File: config.mk
export PLATFORM = sky130hd
export DESIGN_NAME = cp0
export DESIGN_NICKNAME = d
export VERILOG_FILES = /design/src/mem_stage_pkg.sv /design/src/cp0.sv
export VERILOG_INCLUDE_DIRS = /design/src /design/src/include
export SDC_FILE = /design/constraint.sdc
export NUM_CORES = 1
export LEC_CHECK = 0
export ABC_AREA = 1
export BUFFER_PORTS_ARGS = -buffer_cell sky130_fd_sc_hd__buf_4
export CORE_UTILIZATION = 46
export DETAILED_ROUTE_END_ITERATION = 16
export GPL_ROUTABILITY_DRIVEN = 0
export PLACE_DENSITY = 0.78
export SKIP_LAST_GASP = 1
export SLEW_MARGIN = 20
export SYNTH_ARGS = -nofsm -noshare
export SYNTH_HDL_FRONTEND = slang
export SYNTH_SLANG_ARGS = --single-unit
File: constraint.sdc
create_clock -name clock -period 3.8 [get_ports clock]
set_input_delay 0.19 -clock clock [delete_from_list [all_inputs] [get_ports clock]]
set_output_delay 0.19 -clock clock [all_outputs]
set_load 0.02 [all_outputs]
File: src/include/mem_stage_consts.svh
`ifndef MEM_STAGE_CONSTS_SVH
`define MEM_STAGE_CONSTS_SVH

// data memory geometry, depth in doublewords.
`define MEM_DWORDS      256
`define MEM_ADDR_BITS   8

`define SIZE_NONE       2'd0
`define SIZE_BYTE       2'd1
`define SIZE_WORD       2'd2
`define SIZE_DWORD      2'd3

`define CP0_STATUS      5'd12
`define CP0_CAUSE       5'd13
`define CP0_EPC         5'd14

`define EXC_INT         5'd0
`define EXC_RI          5'd10
`define EXC_OV          5'd12

`define ST_IE           0
`define ST_EXL          1
`define ST_IM_MSB       15
`define ST_IM_LSB       8

`endif

File: src/mem_stage_pkg.sv
`default_nettype none

package mem_stage_pkg;

    // datum or byte address.
    typedef logic [63:0] dword_t;

    typedef logic [31:0] inst_t;

    // general or coprocessor register number.
    typedef logic [4:0] regnum_t;

    // load and store size code.
    typedef logic [1:0] mem_size_t;

    // one line per interrupt source.
    typedef logic [7:0] irq_t;

    typedef logic [4:0] exc_code_t;

endpackage

`default_nettype wire

File: src/cp0.sv
`timescale 1ns/100ps
`default_nettype none

`include "mem_stage_consts.svh"

module cp0 (
    input  logic                     clock,
    input  logic                     reset,
    input  mem_stage_pkg::dword_t    wdata,
    input  mem_stage_pkg::regnum_t   regnum,
    input  mem_stage_pkg::dword_t    next_pc,
    input  logic                     mtc0,
    input  logic                     eret,
    input  logic                     overflow,
    input  logic                     reserved_inst,
    input  mem_stage_pkg::irq_t      interrupt_sources,
    output mem_stage_pkg::dword_t    rdata,
    output mem_stage_pkg::dword_t    epc,
    output logic                     taken_handler
);

    mem_stage_pkg::dword_t     status;
    mem_stage_pkg::dword_t     cause;
    mem_stage_pkg::exc_code_t  exc_code;
    mem_stage_pkg::exc_code_t  next_code;
    logic                      int_pending;

    // pending lines gated by the status mask.
    assign int_pending = |(interrupt_sources & status[`ST_IM_MSB:`ST_IM_LSB]);

    assign taken_handler = overflow || reserved_inst ||
                           (status[`ST_IE] && !status[`ST_EXL] && int_pending);

    always_comb begin
        if (overflow) begin
            next_code = `EXC_OV;
        end else if (reserved_inst) begin
            next_code = `EXC_RI;
        end else begin
            next_code = `EXC_INT;
        end
    end

    // pending bits at 15:8, code at 6:2.
    assign cause = {48'b0, interrupt_sources, 1'b0, exc_code, 2'b00};

    always_ff @(posedge clock or posedge reset) begin
        if (reset) begin
            status   <= '0;
            exc_code <= '0;
            epc      <= '0;
        end else if (taken_handler) begin
            epc              <= next_pc;
            status[`ST_EXL]  <= 1'b1;
            exc_code         <= next_code;
        end else begin
            if (eret) begin
                status[`ST_EXL] <= 1'b0;
            end
            if (mtc0) begin
                case (regnum)
                    `CP0_STATUS: status <= wdata;
                    `CP0_EPC:    epc    <= wdata;
                    default: begin
                    end
                endcase
            end
        end
    end

    // read sees values from before the edge.
    always_comb begin
        case (regnum)
            `CP0_STATUS: rdata = status;
            `CP0_CAUSE:  rdata = cause;
            `CP0_EPC:    rdata = epc;
            default:     rdata = '0;
        endcase
    end

endmodule

`default_nettype wire

Yosys cells after proc, flatten, opt, wreduce, memory -nomap -nowiden
Cells that the tools add are included.

Equal/unequal tests: 3. Muxes and demuxes: 10. Bitwise gates (word level): 2. Reductions and logical operators: 10.

Operator list (count): 64-bit 2-to-1 mux (3); 64-bit one-hot mux with 3 select lines (1); 5-bit by 4-bit == test with 1-bit output (second input constant) (3); 8-bit bitwise AND (1); 4-bit 2-to-1 mux (2); 8-bit OR reduction (1); 2-bit 2-to-1 mux (2); 2-bit nonzero test (2); 3-bit AND reduction (1); 1-bit logical AND (2); 1-bit logical OR (2); 1-bit 2-to-1 mux (2); 2-bit AND reduction (1); 1-bit logical NOT (1); 1-bit NOT (1).

Register bits: 133. Output and inout port bits: 129. Word-level logic and storage cells: 29.

Logic depth before layout (Yosys ltp)
Word-level depth: 6. Gate-level depth with buffers: 11.

Worst setup path before layout
Ideal clock, no wire load.

Path type: in2out. Start point: input regnum[0]. End point: output rdata[0]. Data arrival time: 1.161 ns. Path slack: 2.449 ns. Stages: 6. Path buffers: 3. Cells stage by stage: buf_4 > nor2_8 > buf_2 > buf_2 > nand3_1 > o21ai_0.

Word-level cells in the longest chain between the ends: 2.

Ends and longest elaborated chain: from (decl) (RTL line cp0.sv:10) `input mem_stage_pkg::regnum_t regnum,`; 5-bit by 4-bit == test with 1-bit output (RTL line cp0.sv:73) `case (regnum)`; 64-bit one-hot mux with 3 select lines (*) (RTL line cp0.sv:73); to (decl) (RTL line cp0.sv:17) `output mem_stage_pkg::dword_t rdata,`.

Mark *: on every way between the ends. The rest lies on a longest branch, timed or not.

Worst setup path in the final report
Start point: register status[1]. End point: output taken_handler.

Word-level cells in the longest chain between the ends: 4.

Ends and longest elaborated chain: from (decl) (RTL line cp0.sv:22) `mem_stage_pkg::dword_t status;`; from (signal assigned) (RTL line cp0.sv:62) `` `CP0_STATUS: status <= wdata; ``; 1-bit logical NOT (RTL line cp0.sv:32) `` (status[`ST_IE] && !status[`ST_EXL] && int_pending); ``; 1-bit logical AND (2 in a row) (RTL line cp0.sv:32); 1-bit logical OR (RTL line cp0.sv:31) `assign taken_handler = overflow || reserved_inst ||`; to (decl) (RTL line cp0.sv:19) `output logic taken_handler`.

Every way passes these cells.

==> out/results.tsv <==
stage	metric	value	unit
run_status	status	finished, violations left	
run_status	failed_checks	negative hold slack	
floorplan	die_h	132	µm
grt	grt_remaining_overflow	0	
finish	finalNetCount	1360	
routing	drtIter0Drc	730	
sta	tightest_slew	0.996	ns
critical_path	r2r-end	epc[11]	
clock_tree	clock_latency	0.42	ns
placement	dp.cells	1414	
clock_tree	clkSlewWorstSetupHoldPaths	0.05	ns
grt	grt_pass1_wl	39100	µm
finish	instances_no_fill	1445	
critical_path	r2r_start	status[10]	
placement	dp_hpwl	14900	µm
clock_tree	cts_root_buf	clkbuf_16	
critical_path	crit_chain	nor2_1 -> nand2_8 -> nand2_4 -> buf_4	
sta	period_minus_slack	2.84	ns
clock_tree	cts_made_buffers	17	
clock_tree	cts_htree_levels	4	
sta	timing.final.hold_violations	3	
sta	setup-tns-final	0	ns
floorplan	row_count	47	
routing	route.detailed.drc	0	
floorplan	io_pins	276	
sta	clock-skew-final	0.00937	ns
synth	syn-mean-instance-area	7.71	µm²
critical_path	worstPathMaxFanout	93	
grt	grtUsageTotal	27.9	%
critical_path	rr_worst_depth	9	
synth	ys_warn_count	0	
power_and_ir_drop	vdd_drop_max	0.000314	V
clock_tree	cts_buffer_depth	2	
sta	setup_viol	0	
routing	drtAntennaViolNets	0	
routing	first_pass_iters	5	
synth	yosysTopAreaCell	dfrtp_1	
synth	seq_area_frac_synth	42.3	%
sta	slew_viol_final	0	
synth	yosysTopAreaCellShare	42.3	%
synth	syn_area	7750	µm²
floorplan	start_util	46.9	%
run	cap_viol_max_count	0	
clock_tree	cts_tree	built	
synth	ys_types	23	
routing	viasPerCell	5.63	
critical_path	critPathSlowestCell	nand2_4	
clock_tree	cts_setup_buffers	0	
sta	hold_ws	-0.0163	ns
finish	drive_gt1_share	26.6	%
floorplan	die_x	132	µm
placement	portBuffers	275	
critical_path	cp.required	3.61	ns
critical_path	worstSetupStartpointType	flip-flop	
clock_tree	clock_sinks	131	
sta	finalCritPeriodShare	74.7	%
critical_path	slowest_delay	0.80	ns
finish	nFillCells	1501	
grt	antenna_found_initial	1	
routing	routed_wl	24400	µm
power_and_ir_drop	power.leakage	5.43	nW
routing	wl_per_cell	16.9	µm
routing	vias	8136	
sta	max_freq	352	MHz
critical_path	ff2ff_setup_slack	1.18	ns
clock_tree	postCtsHoldBufs	0	
hold_path	min_path_type	input pin to asynchronous set/reset pin	
sta	grt_setup_unrepaired	false	
placement	pre_cts_ws	1.27	ns
floorplan	die_area	17400	µm²
sta	timing.final.ws_setup	0.962	ns
critical_path	critical_path_class	flip-flop to output pin	
power_and_ir_drop	p_per_area	396	nW/µm²
critical_path	cp.arrival	2.65	ns
floorplan	core	16500	µm²
synth	netlist_top_cells_area	dfrtp_1 (42%), nand2_1 (20%), nand4_1 (11%)	
clock_tree	post_cts_resized	0	
synth	synth_seq_cells	131	
synth	syn_inst	1006	
sta	max-slew-margin-rel	33.6	%
critical_path	critPathCaptureType	output pin	
grt	grt_max_degree	107	
synth	synth_fp_nets	1153	
grt	grt_pass1_vias	7754	
finish	syn2layout_area_growth	30.8	%
## area by class of cell
| cell class | instances | area [µm²] | area share (%) |
|---|---|---|---|
| Sequential cell | 131 | 3280 | 32.3 |
| Inverter | 75 | 292 | 2.87 |
| Antenna cell | 1 | 2.50 | 0.0247 |
| Timing Repair Buffer | 284 | 2130 | 21.0 |
| Clock inverter | 4 | 95.1 | 0.937 |
| Multi-Input combinational cell | 704 | 3560 | 35.1 |
| Tap cell | 220 | 275 | 2.71 |
| Clock buffer | 26 | 509 | 5.02 |
## cells in the final DEF (no fill, tap or decap)
| cell type | Yosys | final |
|---|---|---|
| inv_6 | 0 | 1 |
| clkbuf_8 | 0 | 5 |
| clkinv_2 | 0 | 1 |
| nand3b_1 | 1 | 1 |
| dfrtp_1 | 131 | 131 |
| nand2_8 | 0 | 1 |
| nand3_1 | 85 | 85 |
| nand3_4 | 1 | 2 |
| clkbuf_1 | 3 | 4 |
| diode_2 | 0 | 1 |
| nor2_8 | 3 | 3 |
| a32o_1 | 52 | 52 |
| buf_4 | 7 | 284 |
| nand2_4 | 3 | 2 |
| o21ai_0 | 4 | 4 |
| inv_1 | 71 | 70 |
| nand4_1 | 136 | 136 |
| nand2_2 | 1 | 1 |
| clkinv_4 | 1 | 1 |
| clkinv_1 | 1 | 1 |
| bufinv_16 | 0 | 3 |
| o211ai_1 | 3 | 3 |
| nand2_1 | 409 | 409 |
| clkbuf_16 | 0 | 17 |
| inv_2 | 2 | 2 |
| nor2_1 | 3 | 3 |
| nor2_4 | 0 | 2 |
## cells in the mapped netlist
cell type / number
a32o_1: 52
dfrtp_1: 131
nand2_4: 3
nor2_1: 3
nand3_1: 85
inv_2: 2
clkinv_4: 1
buf_6: 26
nand4_1: 136
nor2_8: 3
o21ai_0: 4
nand3b_1: 1
clkinv_1: 1
nand3_4: 1
o211ai_1: 3
buf_4: 7
buf_2: 60
inv_1: 71
nand2_2: 1
clkbuf_1: 3
nand2_1: 409
nand3_2: 1
nor2_2: 2
## worst max-delay path, delay by kind of cell, from the launching register on
kind,cells,cell delay [ns]
and+or+nand+nor,3,1.51
DFF,1,0.40
buffers and inverters,1,0.27
## kinds of logic (layout without fill, tap and decap cells)
logic type | Yosys count | count (layout) | synth area share [%]
simple gates | 645 | 645 | 38.3
buf+inv | 171 | 389 | 12.2
flops | 131 | 131 | 42.3
compound gates | 59 | 59 | 7.26
other cells | 0 | 1 | 0
## metrics by stage
step,power [W],area [µm²],utilization [%],hold slack [ns]
finish,0.00402,10100,61.4,-0.0163
detailed placement,0.00233,9540,57.7,0.443
global route,0.00417,10100,61.4,0.0275
global placement,0.00232,9540,57.7,0.434
floorplan,0.00200,7750,-,0.306
CTS,0.00403,10100,61.4,0.00632
## worst max path at each step
stage,to,slack (ns),from,cells past startpoint
6_report,taken_handler,0.96,status[1],4
5_1_grt,taken_handler,0.76,status[10],7
3_3_place_gp,epc[17],1.33,status[10],9
3_5_place_dp,epc[26],1.27,status[10],9
4_1_cts,taken_handler,0.94,status[1],4
2_1_floorplan,epc[0],0.11,reset,1
## registers in the layout, summed over array words and instances (netlist names)
signal / cells
status: 64
exc_code: 3
epc: 64
## report_power, final
group          total (W)  internal, W  switching (W)  leakage (nW)
combinational   0.000695     0.000294       0.000402          3.50
sequential       0.00162      0.00152      0.0000966          1.63
clock            0.00171      0.00111       0.000594         0.296
total            0.00402      0.00293        0.00109          5.43
## per-layer routing
layer	global-route usage [%]	wire length, µm
met1	36.5	9970
met2	44.9	12000
met3	4.73	1720
met4	13.7	747
met5	0	0
Note: power is estimated with default switching activity, not from simulation.
