`src/include/mem_stage_consts.svh`:
```
`ifndef MEM_STAGE_CONSTS_SVH
`define MEM_STAGE_CONSTS_SVH

// data memory geometry, depth in doublewords.
`define MEM_DWORDS      256
`define MEM_ADDR_BITS   8

`define SIZE_NONE       2'd0
`define SIZE_BYTE       2'd1
`define SIZE_WORD       2'd2
`define SIZE_DWORD      2'd3

`define CP0_STATUS      5'd12
`define CP0_CAUSE       5'd13
`define CP0_EPC         5'd14

`define EXC_INT         5'd0
`define EXC_RI          5'd10
`define EXC_OV          5'd12

`define ST_IE           0
`define ST_EXL          1
`define ST_IM_MSB       15
`define ST_IM_LSB       8

`endif

```
`src/mem_stage_pkg.sv`:
```
`default_nettype none

package mem_stage_pkg;

    // datum or byte address.
    typedef logic [63:0] dword_t;

    typedef logic [31:0] inst_t;

    // general or coprocessor register number.
    typedef logic [4:0] regnum_t;

    // load and store size code.
    typedef logic [1:0] mem_size_t;

    // one line per interrupt source.
    typedef logic [7:0] irq_t;

    typedef logic [4:0] exc_code_t;

endpackage

`default_nettype wire

```
`src/load_align.sv`:
```
`timescale 1ns/100ps
`default_nettype none

`include "mem_stage_consts.svh"

module load_align (
    input  mem_stage_pkg::dword_t    rdata,
    input  logic [2:0]               offset,
    input  mem_stage_pkg::mem_size_t load_size,
    input  logic                     load_signed,
    output mem_stage_pkg::dword_t    load_data
);

    logic [7:0]  byte_lane;
    logic [31:0] word_half;

    assign byte_lane = rdata[{offset, 3'b000} +: 8];
    assign word_half = offset[2] ? rdata[63:32] : rdata[31:0];  // upper half at +4.

    always_comb begin
        case (load_size)
            `SIZE_BYTE: begin
                if (load_signed) begin
                    load_data = {{56{byte_lane[7]}}, byte_lane};
                end else begin
                    load_data = {56'b0, byte_lane};
                end
            end
            `SIZE_WORD: begin
                if (load_signed) begin
                    load_data = {{32{word_half[31]}}, word_half};
                end else begin
                    load_data = {32'b0, word_half};
                end
            end
            `SIZE_DWORD: begin
                load_data = rdata;
            end
            default: begin
                load_data = '0;  // not a load.
            end
        endcase
    end

endmodule

`default_nettype wire

```
`config.mk`:
```
export PLATFORM = sky130hd
export DESIGN_NAME = load_align
export DESIGN_NICKNAME = d
export VERILOG_FILES = /design/src/mem_stage_pkg.sv /design/src/load_align.sv
export VERILOG_INCLUDE_DIRS = /design/src /design/src/include
export SDC_FILE = /design/constraint.sdc
export NUM_CORES = 1
export LEC_CHECK = 0
export ABC_AREA = 1
export CORE_ASPECT_RATIO = 1.25
export CORE_MARGIN = 1
export CORE_UTILIZATION = 35
export DETAILED_ROUTE_END_ITERATION = 12
export DONT_BUFFER_PORTS = 1
export PLACE_DENSITY = 0.58
export SLEW_MARGIN = 20
export SYNTH_ARGS = -nofsm -noshare
export SYNTH_HDL_FRONTEND = slang
export SYNTH_SLANG_ARGS = --single-unit
```
`constraint.sdc`:
```
create_clock -name vclk -period 0.8
set_clock_uncertainty 0.05 [all_clocks]
set_input_delay 0 -clock vclk [all_inputs]
set_output_delay 0 -clock vclk [all_outputs]
set_load 0.01 [all_outputs]
```
# == After elaboration in Yosys (flattened, before gate mapping) ==
# Cells that the tools add are included.
# W data, S select, Z words.
# op_classes
eq_ne,3
n_shift,1
n_mux,4
# ops
operator,count
$pmux W64 S3,1
$mux W64,2
$shiftx A64 B7 Y8,1
$mux W32,1
$eq A2 B2 Y1 const B,2
$eq A2 B1 Y1 const B,1
# word_totals
ff_bits,0
output_inout_bits,64

# == Longest topological paths before layout ==
# Gate-level depths: netlist (run 1).
# depth
ltp_word,3
ltp_mapped,8
ltp_nobuf,7

# == Worst setup path before layout (run 1) ==
# Ideal clock, no wire load.
# synth_path
path_type,input port to output port
startpoint,input offset[1]
endpoint,output load_data[21]
t_arrival_ns,0.884
required_time_ns,0.750
path_slack_ns,-0.134
path_stages,8
n_path_buf,3
cell_sequence,buf_2 > inv_2 > nand3_1 > nand3_1 > nand4_1 > buf_6 > buf_6 > nand2_1
# synth_between
elab_chain_len,3
# synth_lines
item,line,source
from (decl),load_align.sv:8,"input logic [2:0] offset,"
$shiftx A64 B7 Y8,load_align.sv:17,"assign byte_lane = rdata[{offset, 3'b000} +: 8];"
$mux W64,load_align.sv:23,if (load_signed) begin
$pmux W64 S3,load_align.sv:21,case (load_size)
to (decl),load_align.sv:11,output mem_stage_pkg::dword_t load_data
# No other way between the ends.

# == Final worst setup path (run 1) ==
# layout_path
startpoint,input offset[0]
endpoint,output load_data[63]
# The elaborated chain is that of the path after synthesis.

==> flow_metrics.tcl, run 1 <==
set metrics [dict create \
    finalCriticalPeriod_ns 0.946 \
    layout.nets 476 \
    mostFrequentLayoutCell "inv_1" \
    start_kind "primary input" \
    detailedRoute.firstPassIterationCount 4 \
    wire_per_inst_um 17.5 \
    postPlaceCellArea_mm2 0.00219 \
    rsz0062_at_grt "true" \
    multi_input_area_mm2 0.00180 \
    vias_in_the_first_global_route 2284 \
    timing_max_transition_violations_final 0 \
    final_antenna_net_count 0 \
    worstHoldStart "rdata[22]" \
    cap_violations 0 \
    synth_fp_nets 474 \
    timing.max_slew.rel_slack 0.804 \
    timing_hold_violations_final 0 \
    dp_hpwl_um 5800 \
    netlist.area_leader.share 0.242 \
    synth_area_leader_cell "nand2_1" \
    num-fill-cells 556 \
    instances_no_fill 466 \
    worst_pin_slew_ns 0.293 \
    post_synth.cell_area_avg_um2 4.57 \
    drc 0 \
    placement.io_buffers 0 \
    num_rows 29 \
    cp_data_required_time_ns 0.75 \
    postSynthCellCount 404 \
    timing.final.setup_violations 56 \
    final_cell_area_mm2 0.00265 \
    timing.critical_path.max_delay_family "buffers and inverters" \
    route.final.wire_length_um 8140 \
    clock_buffer_count 0 \
    irDropWorstVdd_mv 0.252 \
    fmaxAchievable_mhz 1060 \
    detail_route.iter0.violations 135 \
    fp.dieW_um 67.0 \
    cp_cell_sequence "inv_8, nand2_2, nand3_2, nand3_2, nand4_1, buf_12, buf_12, nand2_4, buf_6" \
    gp_congestion 0.889 \
    dp_worst_setup_slack_ns -0.238 \
    synth.yosys.seq_area_share 0 \
    syn-cell-area_mm2 0.00185 \
    initial_utilization 0.364 \
    antennaDiodeCount 0 \
    failing_checks "setup timing" \
    hold_slack_ns 0.0883 \
    path_class "in -> out" \
    synth.top_cells.by_area "nand2_1 (24%), inv_1 (15%), o21ai_0 (13%)" \
    via_count 2575 \
    floorplan.die_area_mm2 0.00557 \
    global_route.overflow_total 0 \
    seq_cell_count 0 \
    final_cell_mix "inv_1 (67), nand2_1 (66), nand2_4 (39), o21ai_0 (35), nand3_1 (32)" \
    grt_start_max_net_pins 51 \
    ff_latch_area_um2 0 \
    power_leakage_uw 0.00141 \
    arrival_ns 0.90 \
    critPathSlowestCell "buf_12" \
    status "complete, but fails checks" \
    io_pins 134 \
    place_inst 456 \
    average_via_count_per_standard_cell 5.53 \
    worstPathMaxFanout 50 \
    post_route_cells_drive_above_1_share 0.309 \
    initial_antenna_violation_count 0 \
    cellPowerDensity_mw_per_mm2 546 \
    fp.coreArea_mm2 0.00508 \
    worst_slack_ns -0.146 \
    layout-area-overhead-vs-synth_pct 43.4 \
    die_h_um 83.2 \
    globalRouteTotalUtil 0.265 \
    post-route-period-util 1.18 \
    netlist-cell-type-count 20 \
    yosysWarningCount 0 \
    critical_path.n_buffers_inverters 4 \
    setup.worst_path.start "offset[0]" \
    grt_pass1_wl_um 11600 \
    critPathCaptureType "primary output" \
    hold_class "in -> out" \
    cpPeakStageDelay_ns 0.20 \
]
[path summary, 6_finish.rpt]
| path | end | slack [ns] | depth (start not counted) |
|---|---|---|---|
| setup / recovery | load_data[63] | -0.15 | 9 |
| hold / removal | load_data[22] | 0.09 | 2 |
[logic make-up after synthesis]
kind of cell,synth area share
buf+inv,0.260
compound gates,0.288
simple gates,0.452
[layer usage]
metal,GRT usage,up-vias,wire [um]
li1,-,1275,-
met4,0.0580,0,231
met1,0.329,1146,3120
met2,0.468,138,4080
met3,0.0385,16,710
met5,0,-,0
[metrics by stage]
| step | util | TNS (ns) | power [uW] |
|---|---|---|---|
| final | 0.521 | -5.61 | 1450 |
| after global placement | 0.430 | -8.16 | 1200 |
| after detailed placement | 0.430 | -9.84 | 1210 |
| after global routing | 0.521 | -6.44 | 1580 |
| after floorplan | - | -2.65 | 1090 |
| after CTS | 0.467 | -2.78 | 1300 |
[power breakdown]
part           internal, uW  switching (uW)  total, uW
clock                     0               0          0
sequential                0               0          0
combinational           570             878       1450
total                   570             878       1450
[cell usage after synthesis (2+ instances only)]
cell type	number
a21oi_1	15
a31oi_1	14
buf_1	3
buf_2	15
buf_6	5
clkbuf_1	7
inv_1	74
inv_2	5
nand2_1	119
nand2_2	11
nand3_1	37
nor2_1	28
nor2_4	2
o211ai_1	8
o21ai_0	48
o21ai_1	6
o31ai_1	4
[layout make-up]
class                           instances  area share
Multi-Input combinational cell        294       0.680
Tap cell                               62      0.0293
Timing Repair Buffer                   31       0.167
Inverter                               79       0.124
[timing repair]
action / in CTS / in global routing
endpoints found under the setup margin: 58 / 59
hold buffers: 0 / 0
buffers inserted: 2 / 1
gates cloned: 3 / 4
pin swaps: 13 / 9
gates resized for setup: 35 / 56
Note: power is estimated with default switching activity, not from simulation.
==> run 2, diff against run 1 <==
--- a/config.mk
+++ b/config.mk
@@ -7,7 +7,6 @@
 export NUM_CORES = 1
 export LEC_CHECK = 0
 export ABC_AREA = 1
-export CORE_ASPECT_RATIO = 1.25
 export CORE_MARGIN = 1
 export CORE_UTILIZATION = 35
 export DETAILED_ROUTE_END_ITERATION = 12
==> run 2 against run 1 <==
  * The flow still finishes with violations (setup timing)
  * Combinational power about the same
  * Final area decreased by 1.9%
  * Critical path depth unchanged
  * Largest power group unchanged
  * Cell count increased by 4.1%
  * Sequential cell count unchanged
  * Setup slack got worse by 0.013 ns
  * First-iteration DRC count increased by 18%
  * Worst hold slack about the same
  * Maximum frequency decreased by 1.4%
==> flow_metrics.tcl, run 2 (same netlist as run 1, synthesis figures left out) <==
set metrics [dict create \
    grt.met1_usage 0.330 \
    num_rows 26 \
    cap_violations 0 \
    critPathSlowestCell "buf_6" \
    busiest_layer "met2" \
    critPathCaptureType "primary output" \
    layout-area-overhead-vs-synth_pct 40.7 \
    worst_pin_slew_ns 0.266 \
    cp_cell_sequence "inv_4, nand2_2, nand3_2, nand3_2, nand4_1, buf_6, clkbuf_16, buf_6, nand2_4" \
    fp.dieW_um 74.6 \
    worstPathMaxFanout 50 \
    mostFrequentLayoutCell "nand2_1" \
    multi_input_area_mm2 0.00172 \
    initial_antenna_violation_count 0 \
    hold_class "in -> out" \
    fmaxAchievable_mhz 1040 \
    report.power.total_uw 1440 \
    placement.io_buffers 0 \
    average_via_count_per_standard_cell 5.47 \
    final_cell_mix "nand2_1 (76), inv_1 (68), o21ai_0 (45), nand2_4 (34), nand3_1 (33)" \
    fp.coreArea_mm2 0.00511 \
    final_antenna_net_count 0 \
    status "complete, but fails checks" \
    vias_in_the_first_global_route 2105 \
    post-route-period-util 1.20 \
    io_pins 134 \
    globalRouteTotalUtil 0.250 \
    irDropWorstVdd_mv 0.248 \
    timing_max_transition_violations_final 0 \
    clock_buffer_count 0 \
    dp_worst_setup_slack_ns -0.223 \
    finalCriticalPeriod_ns 0.959 \
    global_route.overflow_total 0 \
    timing.final.setup_violations 56 \
    path_class "in -> out" \
    cpPeakStageDelay_ns 0.18 \
    arrival_ns 0.91 \
    ff_latch_area_um2 0 \
    timing.critical_path.max_delay_family "buffers and inverters" \
    timing.max_slew.rel_slack 0.822 \
    drc 0 \
    met3_usage 0.0469 \
    grt_start_max_net_pins 51 \
    via_count 2651 \
    groute.layer.met2.usage 0.446 \
    worst_slack_ns -0.159 \
    critical_path.n_buffers_inverters 4 \
    layout.nets 487 \
    cp_data_required_time_ns 0.75 \
    grt_pass1_wl_um 10700 \
    timing_hold_violations_final 0 \
    antennaDiodeCount 0 \
    dp_hpwl_um 5820 \
    num-fill-cells 570 \
    route.final.wire_length_um 7890 \
    failing_checks "setup timing" \
    place_inst 478 \
    power_leakage_uw 0.00140 \
    hold_slack_ns 0.0884 \
    die_h_um 74.6 \
    floorplan.die_area_mm2 0.00557 \
    rsz0062_at_grt "true" \
    initial_utilization 0.362 \
    post_route_cells_drive_above_1_share 0.287 \
    detailedRoute.firstPassIterationCount 5 \
    start_kind "primary input" \
    cellPowerDensity_mw_per_mm2 555 \
    instances_no_fill 485 \
    wire_per_inst_um 16.3 \
    detail_route.iter0.violations 159 \
    gp_congestion 0.889 \
    seq_cell_count 0 \
    cts.hold.buffers_added 0 \
]
[run 2: cell types whose count changed in the layout (fill, tap and decap cells not counted), sizes merged]
cell and delta:
buf +14, clkbuf -3
[run 2: final cells by class]
cell class	instances	area share
Timing Repair Buffer	42	0.184
Inverter	79	0.122
Multi-Input combinational cell	294	0.661
Tap cell	70	0.0337
[run 2: where the power goes]
part	internal, uW	total [uW]	switching, uW
combinational	585	1440	857
clock	0	0	0
sequential	0	0	0
[run 2: stage by stage]
step	instance area, um^2	setup TNS, ns	utilization
floorplan	2150	-2.65	-
global placement	2330	-6.97	0.455
detailed placement	2330	-7.57	0.455
CTS	2450	-4.18	0.481
global route	2600	-9.05	0.509
finish	2600	-6.28	0.509
[run 2: final timing paths]
check | from | endpoint | cells after the start
worst max-delay path | offset[0] | load_data[22] | 9
worst min-delay path | rdata[21] | load_data[21] | 2
[run 2: per-layer routing]
metal  part of all wire  wire (um)
met4             0.0048         38
met5                  0          0
met2               0.51       4030
met3              0.084        660
met1               0.40       3170
[run 2: repair_timing]
action / in CTS / in global routing
pin swaps: 2 / 12
resized for setup: 21 / 34
setup endpoints to repair: 56 / 62
buffers inserted: 2 / 3
cloned: 2 / 1
==> run 3, diff against run 2 <==
--- a/config.mk
+++ b/config.mk
@@ -11,7 +11,7 @@
 export CORE_UTILIZATION = 35
 export DETAILED_ROUTE_END_ITERATION = 12
 export DONT_BUFFER_PORTS = 1
-export PLACE_DENSITY = 0.58
+export PLACE_DENSITY = 0.6
 export SLEW_MARGIN = 20
 export SYNTH_ARGS = -nofsm -noshare
 export SYNTH_HDL_FRONTEND = slang
==> run 3 against run 2 <==
  * The flow still finishes with violations (setup timing)
  * Die area unchanged
  * Clock-buffer cell count stayed put
  * Critical path depth stayed put
  * Non-clock buffer count unchanged
  * Worst hold slack hardly changed
  * Combinational power shrank 3%
  * Largest power group unchanged
  * Highest routed layer unchanged
==> flow_metrics.tcl, run 3 (same netlist as run 1, synthesis figures left out) <==
set metrics [dict create \
    average_via_count_per_standard_cell 5.45 \
    arrival_ns 0.89 \
    rsz0062_at_grt "true" \
    drc 0 \
    critical_path.n_buffers_inverters 4 \
    via_count 2644 \
    post_route_cells_drive_above_1_share 0.320 \
    detailedRoute.firstPassIterationCount 4 \
    hold_class "in -> out" \
    gp_congestion 0.921 \
    die_h_um 74.6 \
    floorplan.die_area_mm2 0.00557 \
    start_kind "primary input" \
    cap_violations 0 \
    worst_pin_slew_ns 0.362 \
    wire_per_inst_um 16.3 \
    layout-area-overhead-vs-synth_pct 39.3 \
    seq_cell_count 0 \
    timing.critical_path.max_delay_family "buffers and inverters" \
    cellPowerDensity_mw_per_mm2 543 \
    cp_cell_sequence "inv_8, nand2_2, nand3_2, nand3_2, nand4_1, buf_6, buf_6, buf_6, nand2_4" \
    final_cell_mix "nand2_1 (70), inv_1 (67), o21ai_0 (43), nand2_2 (33), nand3_1 (31)" \
    vias_in_the_first_global_route 2359 \
    final_antenna_net_count 0 \
    clock_buffer_count 0 \
    timing_max_transition_violations_final 0 \
    critPathSlowestCell "buf_6" \
    placement.io_buffers 0 \
    ff_latch_area_um2 0 \
    timing.max_slew.rel_slack 0.759 \
    global_route.overflow_total 0 \
    fmaxAchievable_mhz 1070 \
    route.final.wire_length_um 7920 \
    timing_hold_violations_final 0 \
    critPathCaptureType "primary output" \
    initial_antenna_violation_count 0 \
    status "complete, but fails checks" \
    failing_checks "setup timing" \
    mostFrequentLayoutCell "nand2_1" \
    timing.final.setup_violations 48 \
    num-fill-cells 587 \
    num_rows 26 \
    grt_pass1_wl_um 11400 \
    cpPeakStageDelay_ns 0.19 \
    irDropWorstVdd_mv 0.255 \
    globalRouteTotalUtil 0.266 \
    dp_hpwl_um 5950 \
    antennaDiodeCount 0 \
    finalCriticalPeriod_ns 0.939 \
    fp.coreArea_mm2 0.00511 \
    grt_start_max_net_pins 51 \
    detail_route.iter0.violations 208 \
    multi_input_area_mm2 0.00174 \
    worstPathMaxFanout 50 \
    postPlaceCellArea_mm2 0.00226 \
    worst_slack_ns -0.139 \
    power_leakage_uw 0.00139 \
    path_class "in -> out" \
    io_pins 134 \
    initial_utilization 0.362 \
    dp_worst_setup_slack_ns -0.158 \
    post-route-period-util 1.17 \
    fp.dieW_um 74.6 \
    layout.nets 487 \
    cp_data_required_time_ns 0.75 \
    critical-path-top-cell-by-count "buf_6" \
    final_cell_area_mm2 0.00257 \
]
[run 3: report_power, final]
part           internal, uW  switching [uW]  leakage [uW]  total [uW]
Combinational           549             849       0.00139        1400
Clock                     0               0             0           0
Sequential                0               0             0           0
[run 3: what timing repair did]
action                     in CTS  in global routing
gates resized for setup        41                 27
cloned                          2                  0
hold buffers                    0                  0
pin swaps                      14                  8
setup endpoints to repair      59                 62
buffers inserted                8                  3
[run 3: per-layer routing]
layer | up-vias | part of all wire | global-route usage
met5 | - | 0 | 0
met4 | 0 | 0.015 | 0.0377
met3 | 12 | 0.11 | 0.0576
met2 | 135 | 0.50 | 0.512
met1 | 1201 | 0.37 | 0.304
li1 | 1296 | - | -
[run 3: worst paths after layout]
kind	from	endpoint	slack (ns)	depth (start not counted)
worst max-delay path	offset[0]	load_data[25]	-0.14	9
worst min-delay path	rdata[22]	load_data[22]	0.09	2
[run 3: cell type report]
type,count,area share
multi-input combinational,294,0.678
tap,70,0.0340
inverter,79,0.129
timing repair buffer,42,0.160
[run 3: stage by stage]
| stage | setup TNS [ns] | util | cells | hold slack (ns) | total power (uW) |
|---|---|---|---|---|---|
| 2_1_floorplan | -2.65 | - | 404 | 0.0852 | 1090 |
| 3_3_place_gp | -5.04 | 0.442 | 472 | 0.0886 | 1220 |
| 3_5_place_dp | -6.24 | 0.442 | 472 | 0.0872 | 1240 |
| 4_1_cts | -3.70 | 0.487 | 482 | 0.0874 | 1350 |
| 5_1_grt | -7.53 | 0.504 | 485 | 0.0965 | 1540 |
| 6_report | -3.81 | 0.504 | 485 | 0.0886 | 1400 |
